<file path="config.mk">
export PLATFORM = sky130hd
export DESIGN_NAME = exec_stage
export DESIGN_NICKNAME = d
export VERILOG_FILES = /design/src/hdl/exec_pkg.sv /design/src/hdl/exec_dispatch.sv /design/src/hdl/exec_units.sv /design/src/hdl/result_fifo.sv /design/src/hdl/exec_retire.sv /design/src/hdl/exec_stage.sv
export SDC_FILE = /design/constraint.sdc
export NUM_CORES = 2
export LEC_CHECK = 0
export BUFFER_PORTS_ARGS = -buffer_cell sky130_fd_sc_hd__buf_2
export CORE_UTILIZATION = 45
export CTS_BUF_LIST = sky130_fd_sc_hd__clkbuf_4 sky130_fd_sc_hd__clkbuf_8
export CTS_CLUSTER_DIAMETER = 120
export DETAILED_ROUTE_END_ITERATION = 8
export PLACE_DENSITY = 0.67
export SLEW_MARGIN = 20
export SYNTH_ARGS = -nofsm -noshare
export SYNTH_HDL_FRONTEND = slang
export SYNTH_SLANG_ARGS = --single-unit
export TNS_END_PERCENT = 20
</file>
<file path="constraint.sdc">
create_clock -name clk -period 10.2 [get_ports clk]
set_clock_uncertainty 0.15 [all_clocks]
set_input_delay 1.02 -clock clk [delete_from_list [all_inputs] [get_ports clk]]
set_output_delay 1.02 -clock clk [all_outputs]
set_load 0.05 [all_outputs]
</file>
<file path="src/hdl/exec_pkg.sv">
//////////////////////////////
// Execute stage package
// Unit select, operation codes, widths and the result payload
//////////////////////////////

package exec_pkg;

    localparam int XLEN  = 32;                  // Data width
    localparam int REG_W = 5;                   // Register index width

    //////////////////////////////
    // Unit select and op codes
    //////////////////////////////

    typedef enum logic [1:0] {
        UNIT_ADD    = 2'd0,                     // ADD, SUB, SLT, SLTU
        UNIT_LOGIC  = 2'd1,                     // XOR, OR, AND
        UNIT_SHIFT  = 2'd2,                     // SLL, SRL, SRA
        UNIT_BRANCH = 2'd3                      // Conditional branches, JAL, JALR
    } unit_e;

    // Meaning depends on the selected unit
    typedef enum logic [2:0] {
        OP0 = 3'd0,                             // XOR / SLL / BEQ
        OP1 = 3'd1,                             // SUB / OR / SRL / BNE
        OP2 = 3'd2,                             // SLTU / BLT
        OP3 = 3'd3,                             // SLT / BLTU
        OP4 = 3'd4,                             // BGE
        OP5 = 3'd5,                             // BGEU
        OP6 = 3'd6,                             // JAL
        OP7 = 3'd7                              // JALR
    } op_e;

    //////////////////////////////
    // Result payload
    //////////////////////////////

    // 71 bits, one entry of the result FIFO
    typedef struct packed {
        logic [REG_W-1:0] rd;                   // Destination index
        logic [XLEN-1:0]  value;                // Write-back value
        logic             wb;                   // Write request
        logic             jump;                 // Taken jump or branch
        logic [XLEN-1:0]  target;               // Branch target
    } exec_result_t;

endpackage

</file>
<file path="src/hdl/exec_dispatch.sv">
//////////////////////////////
// Execute stage dispatch
// Registers one issued instruction and presents it
// to the execution units for a single cycle
//////////////////////////////

module exec_dispatch (
    input  logic                       clk,
    input  logic                       arst_n,
    input  logic                       issue,       // One-cycle strobe
    input  exec_pkg::unit_e            unit,
    input  exec_pkg::op_e              op,
    input  logic [exec_pkg::XLEN-1:0]  op_a,
    input  logic [exec_pkg::XLEN-1:0]  op_b,
    input  logic [exec_pkg::XLEN-1:0]  imm,
    input  logic [exec_pkg::XLEN-1:0]  pc,
    input  logic [exec_pkg::REG_W-1:0] rd,
    input  logic                       busy,        // FIFO almost full
    output logic                       ex_valid,    // FIFO push
    output exec_pkg::unit_e            ex_unit,
    output exec_pkg::op_e              ex_op,
    output logic [exec_pkg::XLEN-1:0]  ex_a,
    output logic [exec_pkg::XLEN-1:0]  ex_b,
    output logic [exec_pkg::XLEN-1:0]  ex_imm,
    output logic [exec_pkg::XLEN-1:0]  ex_pc,
    output logic [exec_pkg::REG_W-1:0] ex_rd
);

    //////////////////////////////
    // Valid strobe
    //////////////////////////////

    always_ff @(posedge clk or negedge arst_n) begin
        if (!arst_n) begin
            ex_valid <= 1'b0;
        end else begin
            ex_valid <= issue;                      // High for exactly one cycle
        end
    end

    //////////////////////////////
    // Instruction fields
    //////////////////////////////

    // Fields only move on issue, units see stable inputs in between
    always_ff @(posedge clk) begin
        if (issue) begin
            ex_unit <= unit;
            ex_op   <= op;
            ex_a    <= op_a;
            ex_b    <= op_b;
            ex_imm  <= imm;
            ex_pc   <= pc;
            ex_rd   <= rd;                          // Destination travels with result
        end
    end

    // The slot held here relies on busy rising one entry early in the FIFO
    a_no_issue_busy: assert property (@(posedge clk) disable iff (!arst_n)
        issue |-> !busy)
        else $error("Issue while busy");

endmodule

</file>
<file path="src/hdl/exec_units.sv">
//////////////////////////////
// Execution units
// Adder, logic, shifter and branch unit, all combinational,
// plus assembly of the result payload
//////////////////////////////

module exec_units (
    input  exec_pkg::unit_e            ex_unit,
    input  exec_pkg::op_e              ex_op,
    input  logic [exec_pkg::XLEN-1:0]  ex_a,
    input  logic [exec_pkg::XLEN-1:0]  ex_b,
    input  logic [exec_pkg::XLEN-1:0]  ex_imm,
    input  logic [exec_pkg::XLEN-1:0]  ex_pc,
    input  logic [exec_pkg::REG_W-1:0] ex_rd,
    output exec_pkg::exec_result_t     res_payload
);

    import exec_pkg::*;

    logic [XLEN-1:0] add_res;
    logic [XLEN-1:0] logic_res;
    logic [XLEN-1:0] shift_res;
    logic [XLEN-1:0] br_sum;                        // opA + opB for jumps
    logic [XLEN-1:0] br_target;
    logic [XLEN-1:0] link;                          // PC+4
    logic            br_jump;
    logic            is_jal;

    //////////////////////////////
    // Adder
    //////////////////////////////

    always_comb begin
        if (ex_op == OP3) begin
            add_res = {{(XLEN-1){1'b0}}, $signed(ex_a) < $signed(ex_b)};     // SLT
        end else if (ex_op == OP2) begin
            add_res = {{(XLEN-1){1'b0}}, ex_a < ex_b};                       // SLTU
        end else if (ex_op == OP1) begin
            add_res = ex_a - ex_b;                  // SUB
        end else begin
            add_res = ex_a + ex_b;                  // ADD
        end
    end

    //////////////////////////////
    // Logic and shifter
    //////////////////////////////

    always_comb begin
        case (ex_op)
            OP0:     logic_res = ex_a ^ ex_b;       // XOR
            OP1:     logic_res = ex_a | ex_b;       // OR
            default: logic_res = ex_a & ex_b;       // AND
        endcase
    end

    // Shift amount is the low 5 bits of opB
    always_comb begin
        case (ex_op)
            OP0:     shift_res = ex_a << ex_b[4:0];             // SLL
            OP1:     shift_res = ex_a >> ex_b[4:0];             // SRL
            default: shift_res = $signed(ex_a) >>> ex_b[4:0];   // SRA
        endcase
    end

    //////////////////////////////
    // Branch unit
    //////////////////////////////

    assign br_sum = ex_a + ex_b;
    assign link   = ex_pc + XLEN'(4);
    assign is_jal = (ex_op == OP6) || (ex_op == OP7);

    always_comb begin
        case (ex_op)
            OP6:     br_target = br_sum;                    // JAL
            OP7:     br_target = {br_sum[XLEN-1:1], 1'b0};  // JALR, bit 0 cleared
            default: br_target = ex_pc + ex_imm;            // Conditional, PC + offset
        endcase
    end

    always_comb begin
        case (ex_op)
            OP0:     br_jump = (ex_a == ex_b);                  // BEQ
            OP1:     br_jump = (ex_a != ex_b);                  // BNE
            OP2:     br_jump = ($signed(ex_a) < $signed(ex_b)); // BLT
            OP3:     br_jump = (ex_a < ex_b);                   // BLTU
            OP4:     br_jump = ($signed(ex_a) >= $signed(ex_b));// BGE
            OP5:     br_jump = (ex_a >= ex_b);                  // BGEU
            default: br_jump = 1'b1;                            // JAL, JALR
        endcase
    end

    //////////////////////////////
    // Payload assembly
    //////////////////////////////

    always_comb begin
        res_payload.rd     = ex_rd;
        res_payload.wb     = 1'b1;                  // Default for ALU ops
        res_payload.jump   = 1'b0;
        res_payload.target = '0;                    // Only branches carry a target
        case (ex_unit)
            UNIT_ADD:   res_payload.value = add_res;
            UNIT_LOGIC: res_payload.value = logic_res;
            UNIT_SHIFT: res_payload.value = shift_res;
            default: begin
                res_payload.value  = link;          // Link value
                res_payload.wb     = is_jal;        // No write for conditional branches
                res_payload.jump   = br_jump;
                res_payload.target = br_target;
            end
        endcase
    end

endmodule

</file>
<file path="src/hdl/result_fifo.sv">
//////////////////////////////
// Result FIFO
// Synchronous circular buffer, payload type is a parameter
//////////////////////////////

module result_fifo #(
    parameter int  DEPTH     = 4,
    parameter type payload_t = logic [7:0]
) (
    input  logic     clk,
    input  logic     arst_n,
    input  logic     push,
    input  payload_t push_data,
    input  logic     pop,
    output payload_t head,                          // Oldest entry
    output logic     empty,
    output logic     almost_full                    // DEPTH-1 or more entries
);

    localparam int PTR_W = (DEPTH > 1) ? $clog2(DEPTH) : 1;
    localparam int CNT_W = $clog2(DEPTH + 1);

    payload_t         mem [DEPTH];
    logic [PTR_W-1:0] wr_ptr;
    logic [PTR_W-1:0] rd_ptr;
    logic [CNT_W-1:0] count;                        // Occupancy
    logic             full;

    // Wraps at DEPTH, works for any depth
    function automatic logic [PTR_W-1:0] ptr_next(input logic [PTR_W-1:0] ptr);
        if (ptr == PTR_W'(DEPTH - 1)) begin
            return '0;
        end
        return ptr + 1'b1;
    endfunction

    always_ff @(posedge clk) begin
        if (push) begin
            mem[wr_ptr] <= push_data;
        end
    end

    always_ff @(posedge clk or negedge arst_n) begin
        if (!arst_n) begin
            wr_ptr <= '0;
            rd_ptr <= '0;
            count  <= '0;
        end else begin
            if (push) wr_ptr <= ptr_next(wr_ptr);
            if (pop)  rd_ptr <= ptr_next(rd_ptr);
            case ({push, pop})
                2'b10:   count <= count + 1'b1;
                2'b01:   count <= count - 1'b1;
                default: count <= count;            // Both or neither
            endcase
        end
    end

    assign head        = mem[rd_ptr];
    assign empty       = (count == '0);
    assign full        = (count == CNT_W'(DEPTH));
    assign almost_full = (count >= CNT_W'(DEPTH - 1));

    a_no_push_full: assert property (@(posedge clk) disable iff (!arst_n)
        push |-> !full) else $error("Push into full FIFO");
    a_no_pop_empty: assert property (@(posedge clk) disable iff (!arst_n)
        pop |-> !empty) else $error("Pop from empty FIFO");

endmodule

</file>
<file path="src/hdl/exec_retire.sv">
//////////////////////////////
// Execute stage retire
// Drains the result FIFO, writes the register file
// and signals write-back and redirect
//////////////////////////////

module exec_retire (
    input  logic                       clk,
    input  logic                       arst_n,
    input  logic                       hold,            // Level, stops pops
    input  logic                       empty,
    input  exec_pkg::exec_result_t     head,
    output logic                       pop,
    output logic                       wb_valid,
    output logic [exec_pkg::REG_W-1:0] wb_rd,
    output logic [exec_pkg::XLEN-1:0]  wb_data,
    output logic                       redirect,
    output logic [exec_pkg::XLEN-1:0]  redirect_target,
    input  logic [exec_pkg::REG_W-1:0] rf_raddr,
    output logic [exec_pkg::XLEN-1:0]  rf_rdata
);

    import exec_pkg::*;

    logic [XLEN-1:0] rf [32];                       // x0 never written

    assign pop = !empty && !hold;

    //////////////////////////////
    // Strobes and report
    //////////////////////////////

    always_ff @(posedge clk or negedge arst_n) begin
        if (!arst_n) begin
            wb_valid <= 1'b0;
            redirect <= 1'b0;
        end else begin
            wb_valid <= pop && head.wb;             // Includes rd == 0
            redirect <= pop && head.jump;
        end
    end

    always_ff @(posedge clk) begin
        if (pop) begin
            wb_rd           <= head.rd;
            wb_data         <= head.value;
            redirect_target <= head.target;
        end
    end

    //////////////////////////////
    // Register file
    //////////////////////////////

    // Registers start at zero
    always_ff @(posedge clk or negedge arst_n) begin
        if (!arst_n) begin
            for (int i = 0; i < 32; i++) begin
                rf[i] <= '0;
            end
        end else if (pop && head.wb && (head.rd != '0)) begin
            rf[head.rd] <= head.value;
        end
    end

    assign rf_rdata = (rf_raddr == '0) ? '0 : rf[rf_raddr];    // x0 reads zero

endmodule

</file>
<file path="src/hdl/exec_stage.sv">
//////////////////////////////
// Integer execute stage top
// Dispatch, units, result FIFO and retire
//////////////////////////////

module exec_stage #(
    parameter int FIFO_DEPTH = 4
) (
    input  logic                       clk,
    input  logic                       arst_n,
    input  logic                       issue,
    input  exec_pkg::unit_e            unit,
    input  exec_pkg::op_e              op,
    input  logic [exec_pkg::XLEN-1:0]  op_a,
    input  logic [exec_pkg::XLEN-1:0]  op_b,
    input  logic [exec_pkg::XLEN-1:0]  imm,
    input  logic [exec_pkg::XLEN-1:0]  pc,
    input  logic [exec_pkg::REG_W-1:0] rd,
    input  logic                       hold,
    output logic                       busy,
    output logic                       wb_valid,
    output logic [exec_pkg::REG_W-1:0] wb_rd,
    output logic [exec_pkg::XLEN-1:0]  wb_data,
    output logic                       redirect,
    output logic [exec_pkg::XLEN-1:0]  redirect_target,
    input  logic [exec_pkg::REG_W-1:0] rf_raddr,
    output logic [exec_pkg::XLEN-1:0]  rf_rdata
);

    import exec_pkg::*;

    logic             ex_valid;                     // FIFO push
    unit_e            ex_unit;
    op_e              ex_op;
    logic [XLEN-1:0]  ex_a;
    logic [XLEN-1:0]  ex_b;
    logic [XLEN-1:0]  ex_imm;
    logic [XLEN-1:0]  ex_pc;
    logic [REG_W-1:0] ex_rd;
    exec_result_t     res_payload;
    exec_result_t     head;
    logic             empty;
    logic             pop;

    exec_dispatch exec_dispatch_i (
        .clk(clk), .arst_n(arst_n), .issue(issue), .unit(unit), .op(op),
        .op_a(op_a), .op_b(op_b), .imm(imm), .pc(pc), .rd(rd), .busy(busy),
        .ex_valid(ex_valid), .ex_unit(ex_unit), .ex_op(ex_op), .ex_a(ex_a),
        .ex_b(ex_b), .ex_imm(ex_imm), .ex_pc(ex_pc), .ex_rd(ex_rd)
    );

    exec_units exec_units_i (
        .ex_unit(ex_unit), .ex_op(ex_op), .ex_a(ex_a), .ex_b(ex_b),
        .ex_imm(ex_imm), .ex_pc(ex_pc), .ex_rd(ex_rd), .res_payload(res_payload)
    );

    // Almost full doubles as busy, leaving room for the dispatch slot
    result_fifo #(
        .DEPTH(FIFO_DEPTH),
        .payload_t(exec_result_t)
    ) result_fifo_i (
        .clk(clk), .arst_n(arst_n), .push(ex_valid), .push_data(res_payload),
        .pop(pop), .head(head), .empty(empty), .almost_full(busy)
    );

    exec_retire exec_retire_i (
        .clk(clk), .arst_n(arst_n), .hold(hold), .empty(empty), .head(head),
        .pop(pop), .wb_valid(wb_valid), .wb_rd(wb_rd), .wb_data(wb_data),
        .redirect(redirect), .redirect_target(redirect_target),
        .rf_raddr(rf_raddr), .rf_rdata(rf_rdata)
    );

endmodule

</file>
======== Word level (Yosys, flattened, before mapping) ========
Memories as Yosys holds them, arrays and structs flattened.
Cells that the tools add are included.
operators by class
  order comparisons ....................... 8
  add/subtract/negate cells ............... 8
  shifts and indexed selects .............. 3
  mux-type cells .......................... 27
  eq/ne operators ......................... 15
  reductions and logical operators ........ 15
  bitwise gates (word level) .............. 5
operators by type and width
  cell                                                             count
  1024-bit bitwise mux                                             1
  32-bit 2-to-1 mux                                                7
  32-bit case mux with 2 select lines                              3
  32-bit binary-select mux with 5-bit select                       1
  32-bit demux with 5-bit select                                   1
  32-bit case mux with 3 select lines                              1
  32-bit adder                                                     2
  32-bit >= comparator                                             2
  32-bit < comparator                                              2
  34-bit 2-to-1 mux                                                1
  32-bit by 3-bit adder with 32-bit output, second input constant  1
  32-bit bitwise AND                                               1
  32-bit == test                                                   1
  32-bit != test                                                   1
  32-bit OR                                                        1
  32-bit by 5-bit << shifter with 32-bit output                    1
  32-bit by 5-bit >> shifter with 32-bit output                    1
  32-bit by 5-bit >>> shifter with 32-bit output                   1
  32-bit subtractor                                                1
  32-bit bitwise XOR                                               1
  3-bit == test, second input constant                             4
  6-bit >= comparator, second input constant                       2
  5-bit inverter with 6-bit output                                 2
  2-bit == test, second input constant                             4
  other kinds (21)                                                 38
word-level totals
  output and inout port bits .............. 104
  word-level logic and storage cells ...... 130
  register bits after elaboration ......... 1,241
  memories ................................ 1
  RAM bits ................................ 284
  bits of input ports ..................... 147
memories
  name               words  bits a word  read ports  clocked after Yosys merged registers in  wr ports  RTL line           text
  result_fifo_i.mem  4      71           1           0                                        1         result_fifo.sv:23  payload_t mem [DEPTH];

======== Depth between registers and ports, before layout ========
An unclocked memory read counts as a cell.
  depth after elaboration ................. 7
  depth in mapped cells ................... 15
  depth with buffers taken out ............ 12

======== Hierarchy ========
A second synthesis with hierarchy kept.
unflattened totals
  cells, all modules ...................... 5,476
  area, all modules ....................... 75,636.3 um^2
modules (own cells, without submodules)
  module         cells an instance  sequential area each (um^2)  area each (um^2)  instances
  exec_retire    3,027              27,746.6                     48,245.0          1
  exec_units     1,901              0.0                          12,483.2          1
  result_fifo    409                8,703.3                      10,739.0          1
  exec_dispatch  139                4,169.0                      4,169.0           1

======== Least setup slack after synthesis ========
No wires, ideal clock.
  path kind ............................... input-to-reg
  start ................................... in hold
  end ..................................... reg exec_retire_i.rf[963] in the netlist's numbering
  data arrival time ....................... 5.652 ns
  path slack .............................. 4.258 ns
  cell stages on the path ................. 10
  path buffers ............................ 3
  required time ........................... 9.911 ns
  setup time .............................. 0.139 ns
  cells stage by stage .................... nor2_1 and2_1 nor2b_1 clkbuf_1 nand2_1 or2_2 clkbuf_1 clkbuf_1 nand2_1 o21ai_0
on the way
  word-level cells in the longest chain between the ends .. 4
ends and longest elaborated chain
  element                         RTL line           text
  start: declaration              exec_stage.sv:19   input logic hold,
  1-bit logical NOT               exec_retire.sv:27  assign pop = !empty && !hold;
  1-bit logical AND               exec_retire.sv:27
  1-bit logical AND (2 in a row)  exec_retire.sv:61  end else if (pop && head.wb && (head.rd != '0)) begin
  end signal: indexed assignment  exec_retire.sv:62  rf[head.rd] <= head.value;
  end: declaration                exec_retire.sv:25  logic [XLEN-1:0] rf [32];
No other way between the ends.
A chain may end at the register's enable or synchronous reset.

======== Worst setup path in the final report ========
  start ................................... in rf_raddr[1] in the netlist's numbering
  end ..................................... out rf_rdata[7] in the netlist's numbering
on the way
  word-level cells in the longest chain between the ends .. 5
  elaborated cells between the ends (all ways) .. 6
  classes of those cells .................. 4 x mux; 1 x bitwise; 1 x reduce/logical
ends and longest elaborated chain
  element                                                 RTL line           text
  start: declaration                                      exec_stage.sv:26   input logic [exec_pkg::REG_W-1:0] rf_raddr,
  5-bit inverter with 6-bit output (not written as such)  exec_retire.sv:66  assign rf_rdata = (rf_raddr == '0) ? '0 : rf[rf_raddr];
  32-bit binary-select mux with 5-bit select              exec_retire.sv:66
  32-bit 2-to-1 mux (not written as such) (2 in a row)    exec_retire.sv:66
  32-bit 2-to-1 mux (*)                                   exec_retire.sv:66
  end: declaration                                        exec_stage.sv:27   output logic [exec_pkg::XLEN-1:0] rf_rdata
Every way passes the cells marked *; elsewhere a longest branch is shown, timed or not. The select of a mux whose other input is x is not followed.

==> out/results.ini <==
[synth]
synth_top_family_by_area = multiplexers
yosys.area.top_type = dfrtp_1
synth_xor_area_share_pct = 1.24
synth.avg_cell_area_sq_um = 11.4
synthSimpleGateAreaFrac_pct = 9.51
syn-instance-count = 6456
synthTopCellsByArea = dfrtp_1 (35%), edfxtp_1 (20%), mux4_2 (13%), o21ai_0 (7.9%), nand2_1 (6.2%)
async_flop_share_pct = 67.8
synth-compound-area-share_pct = 12.8
synth.area.mux_share_pct = 15.0
syn_area_sq_mm = 0.0736
yosysWarnings = 0
synth_edf_count = 491
synth-seq-area-share_pct = 55.2
synth_top_area_share_pct = 35.2
ys.flop_type = dfrtp_1
synthDistinctLibCells = 92
synthAdderAreaFrac_pct = 2.47
synth-seq-cells = 1525
syn_nets = 6746

[placed_design]
io_buffers = 250
dpl.hpwl_mm = 137
dp_cells = 8418
gp_congestion = 0.974

[timing]
fin_crit_sh_pct = 54.9
worst_pin_slew_ps = 1160
tns_ps = 0
max_freq_mhz = 179
maxSlewViolCount = 0
setup_violations = 0
fin_crit_ps = 5600
timing.slew.headroom_pct = 22.6
hold_viol = 0
rsz0062_at_grt = false

[global_routing]
met1_usage_pct = 37.8
gr-usage-all-layers_pct = 26.7
grt_max_degree = 180
first_global_vias = 51667
grt.met2_usage_pct = 40.5
grt_pass1_wl_mm = 329
use_met3_pct = 4.64
busiest_layer = met2
grt-ovfl-total = 0
antenna_found_initial = 9

[critical_path]
r2r_setup_slack_ps = 5160
r2r_start = exec_dispatch_i.ex_b[2]
crit_family = buffers and inverters
path_max_fanout = 118
crit_start = rf_raddr[1]
cp-start-kind = input port
cp_data_arrival_time_ps = 4430
path_cells = buf_8 > buf_4 > mux4_2 > mux4_2 > mux2i_1 > nor2_1 > buf_2
crit_buf_inv = 3
crit_slowest_cell = buf_4
required_ps = 9030
critPathCaptureType = output pin
path_class = in2out
crit_top_cell = mux4_2
slowest_delay_ps = 820

[detailed_routing]
via_per_inst = 5.93
wl_mm = 218
drt_iter0_drc = 5709
wire_per_inst_um = 24.6
vias = 52484
firstDrtPassIters = 6
antenna_left = 0
drc = 0

[finish]
layout_common_cells = nand2_1 (1,208), o21ai_0 (1,131), dfrtp_1 (1,032)
multi_input_area_sq_mm = 0.0305
final_common_cell = nand2_1
drive_above_1_share_pct = 20.1
num-nets-final = 6774
fin_cells = 8855
register_area_sq_mm = 0.0406
nFillCells = 14368
syn_to_final_growth_pct = 11.3

[power]
p_int_mw = 13.4
ir_worst_vdd_mv = 0.226
pwr-share-comb_pct = 29.8
clkPwrFrac_pct = 27.0
pwr-share-seq_pct = 43.2
switching_share_pct = 35.7
p_sw_mw = 7.43
powerDensity_mw_per_mm2 = 254
p_leak_nw = 34.4

[clock_network]
clk_path_buf_depth = 3
clock-sinks = 1525
clk_root_buffer_cell = clkbuf_8
clkTransAtPathRegs_ps = 60
post_cts_resized = 0
cts_tree = built
cts.htree.levels = 4
insertion_delay_ps = 950
cts_buffers = 237

[floorplan]
initial_utilization_pct = 45.2
rows = 148
fp.dieH_um = 406
dieArea_sq_mm = 0.165
die_w_um = 406
io_pins = 251
core_area_sq_mm = 0.163

[flow_run]
maxCapViolations = 0

[worst_hold_path]
hp-start = imm[25]
hold_path_class = in2reg

[outcome]
outcome = finished clean

==> what timing repair did <==
action / CTS / global route
hold endpoints to repair: 95 / 0
hold buffers: 1 / 0
setup buffers: 0 / 0
==> Yosys cell counts (56+ instances only) <==
cell and number:
a21oi_1 193, buf_1 56, inv_1 141, nand3_1 61
xnor2_1 64, ha_1 139, nand2_1 1218, clkbuf_1 470
mux2i_1 102, nor2_1 240, mux4_2 420, o21ai_0 1164
dfrtp_1 1034, edfxtp_1 491
==> sequential cells by signal (all words and copies together) (netlist names) <==
name and flops:
exec_retire_i.redirect_target 32, exec_dispatch_i.ex_unit 2, exec_dispatch_i.ex_valid 1, exec_retire_i.rf 1024, result_fifo_i.wr_ptr 2, exec_dispatch_i.ex_a 32, exec_dispatch_i.ex_imm 32, result_fifo_i.rd_ptr 2
result_fifo_i.mem 284, exec_retire_i.wb_data 32, exec_retire_i.wb_rd 5, exec_dispatch_i.ex_pc 32, exec_retire_i.redirect 1, exec_dispatch_i.ex_rd 5, exec_dispatch_i.ex_op 3, result_fifo_i.count 3
exec_dispatch_i.ex_b 32, exec_retire_i.wb_valid 1
==> final cells by class <==
type / count / share of cell area, %
multi-input cells: 4217 / 37.3
repair buffers: 357 / 2.64
clock buffers: 363 / 5.50
inverters: 146 / 0.669
diodes: 6 / 0.0183
clock inverters: 66 / 0.968
well taps: 2175 / 3.32
flip-flops and latches: 1525 / 49.6
==> metrics by stage <==
stage                     utilization, %  power, mW  cell area (sq um)  setup slack [ps]  hold WS (ps)
after floorplan                        -       13.0              73600              4260           275
after global placement              47.1       15.0              76600              4720           210
after detailed placement            47.1       15.2              76600              4670           213
after CTS                           50.3       20.9              81900              4670          19.5
after global routing                50.4       21.9              81900              4550          28.0
final                               50.4       20.8              81900              4600           106
==> kinds of logic after synthesis <==
logic type,after synthesis
xor+xnor,104
fa+ha+maj,143
flops,1525
buf+inv,714
simple gates,1710
compound gates,1691
mux,569
==> routing by layer <==
metal / vias up / part of all wire (%)
li1: 23281 / -
met1: 26381 / 42
met2: 2349 / 45
met3: 467 / 8.0
met4: 6 / 4.4
met5: - / 0.018
==> worst register-to-register path: stages (launching register included) <==
cell       delay, ps
edfxtp_1         320
buf_4            570
inv_2             60
buf_4            340
ha_1             570
o21ba_2          190
o221ai_1         160
o2bb2ai_1        210
o211ai_1         540
a211oi_1         200
o41a_1           340
o32ai_1          360
xnor2_1           90
o21ai_0          630
==> final timing paths <==
path | endpoint | cells after the start
max | rf_rdata[7] | 7
min | exec_dispatch_i.ex_imm[25] | 1
max reg2reg | result_fifo_i.mem[1][52] | 13
min reg2reg | exec_retire_i.rf[1012] | 0
max in group asynchronous | exec_retire_i.rf[535] | 4
min in group asynchronous | exec_retire_i.rf[484] | 2
==> power by group through the flow <==
stage	Sequential (mW)	Combinational [mW]	Clock, mW
after floorplan	9.13	3.89	0
after global placement	9.00	6.03	0
after detailed placement	9.06	6.18	0
after CTS	8.96	6.19	5.71
after global routing	9.15	6.77	5.99
final	8.97	6.21	5.61
Power figures use the tool's default switching activity.
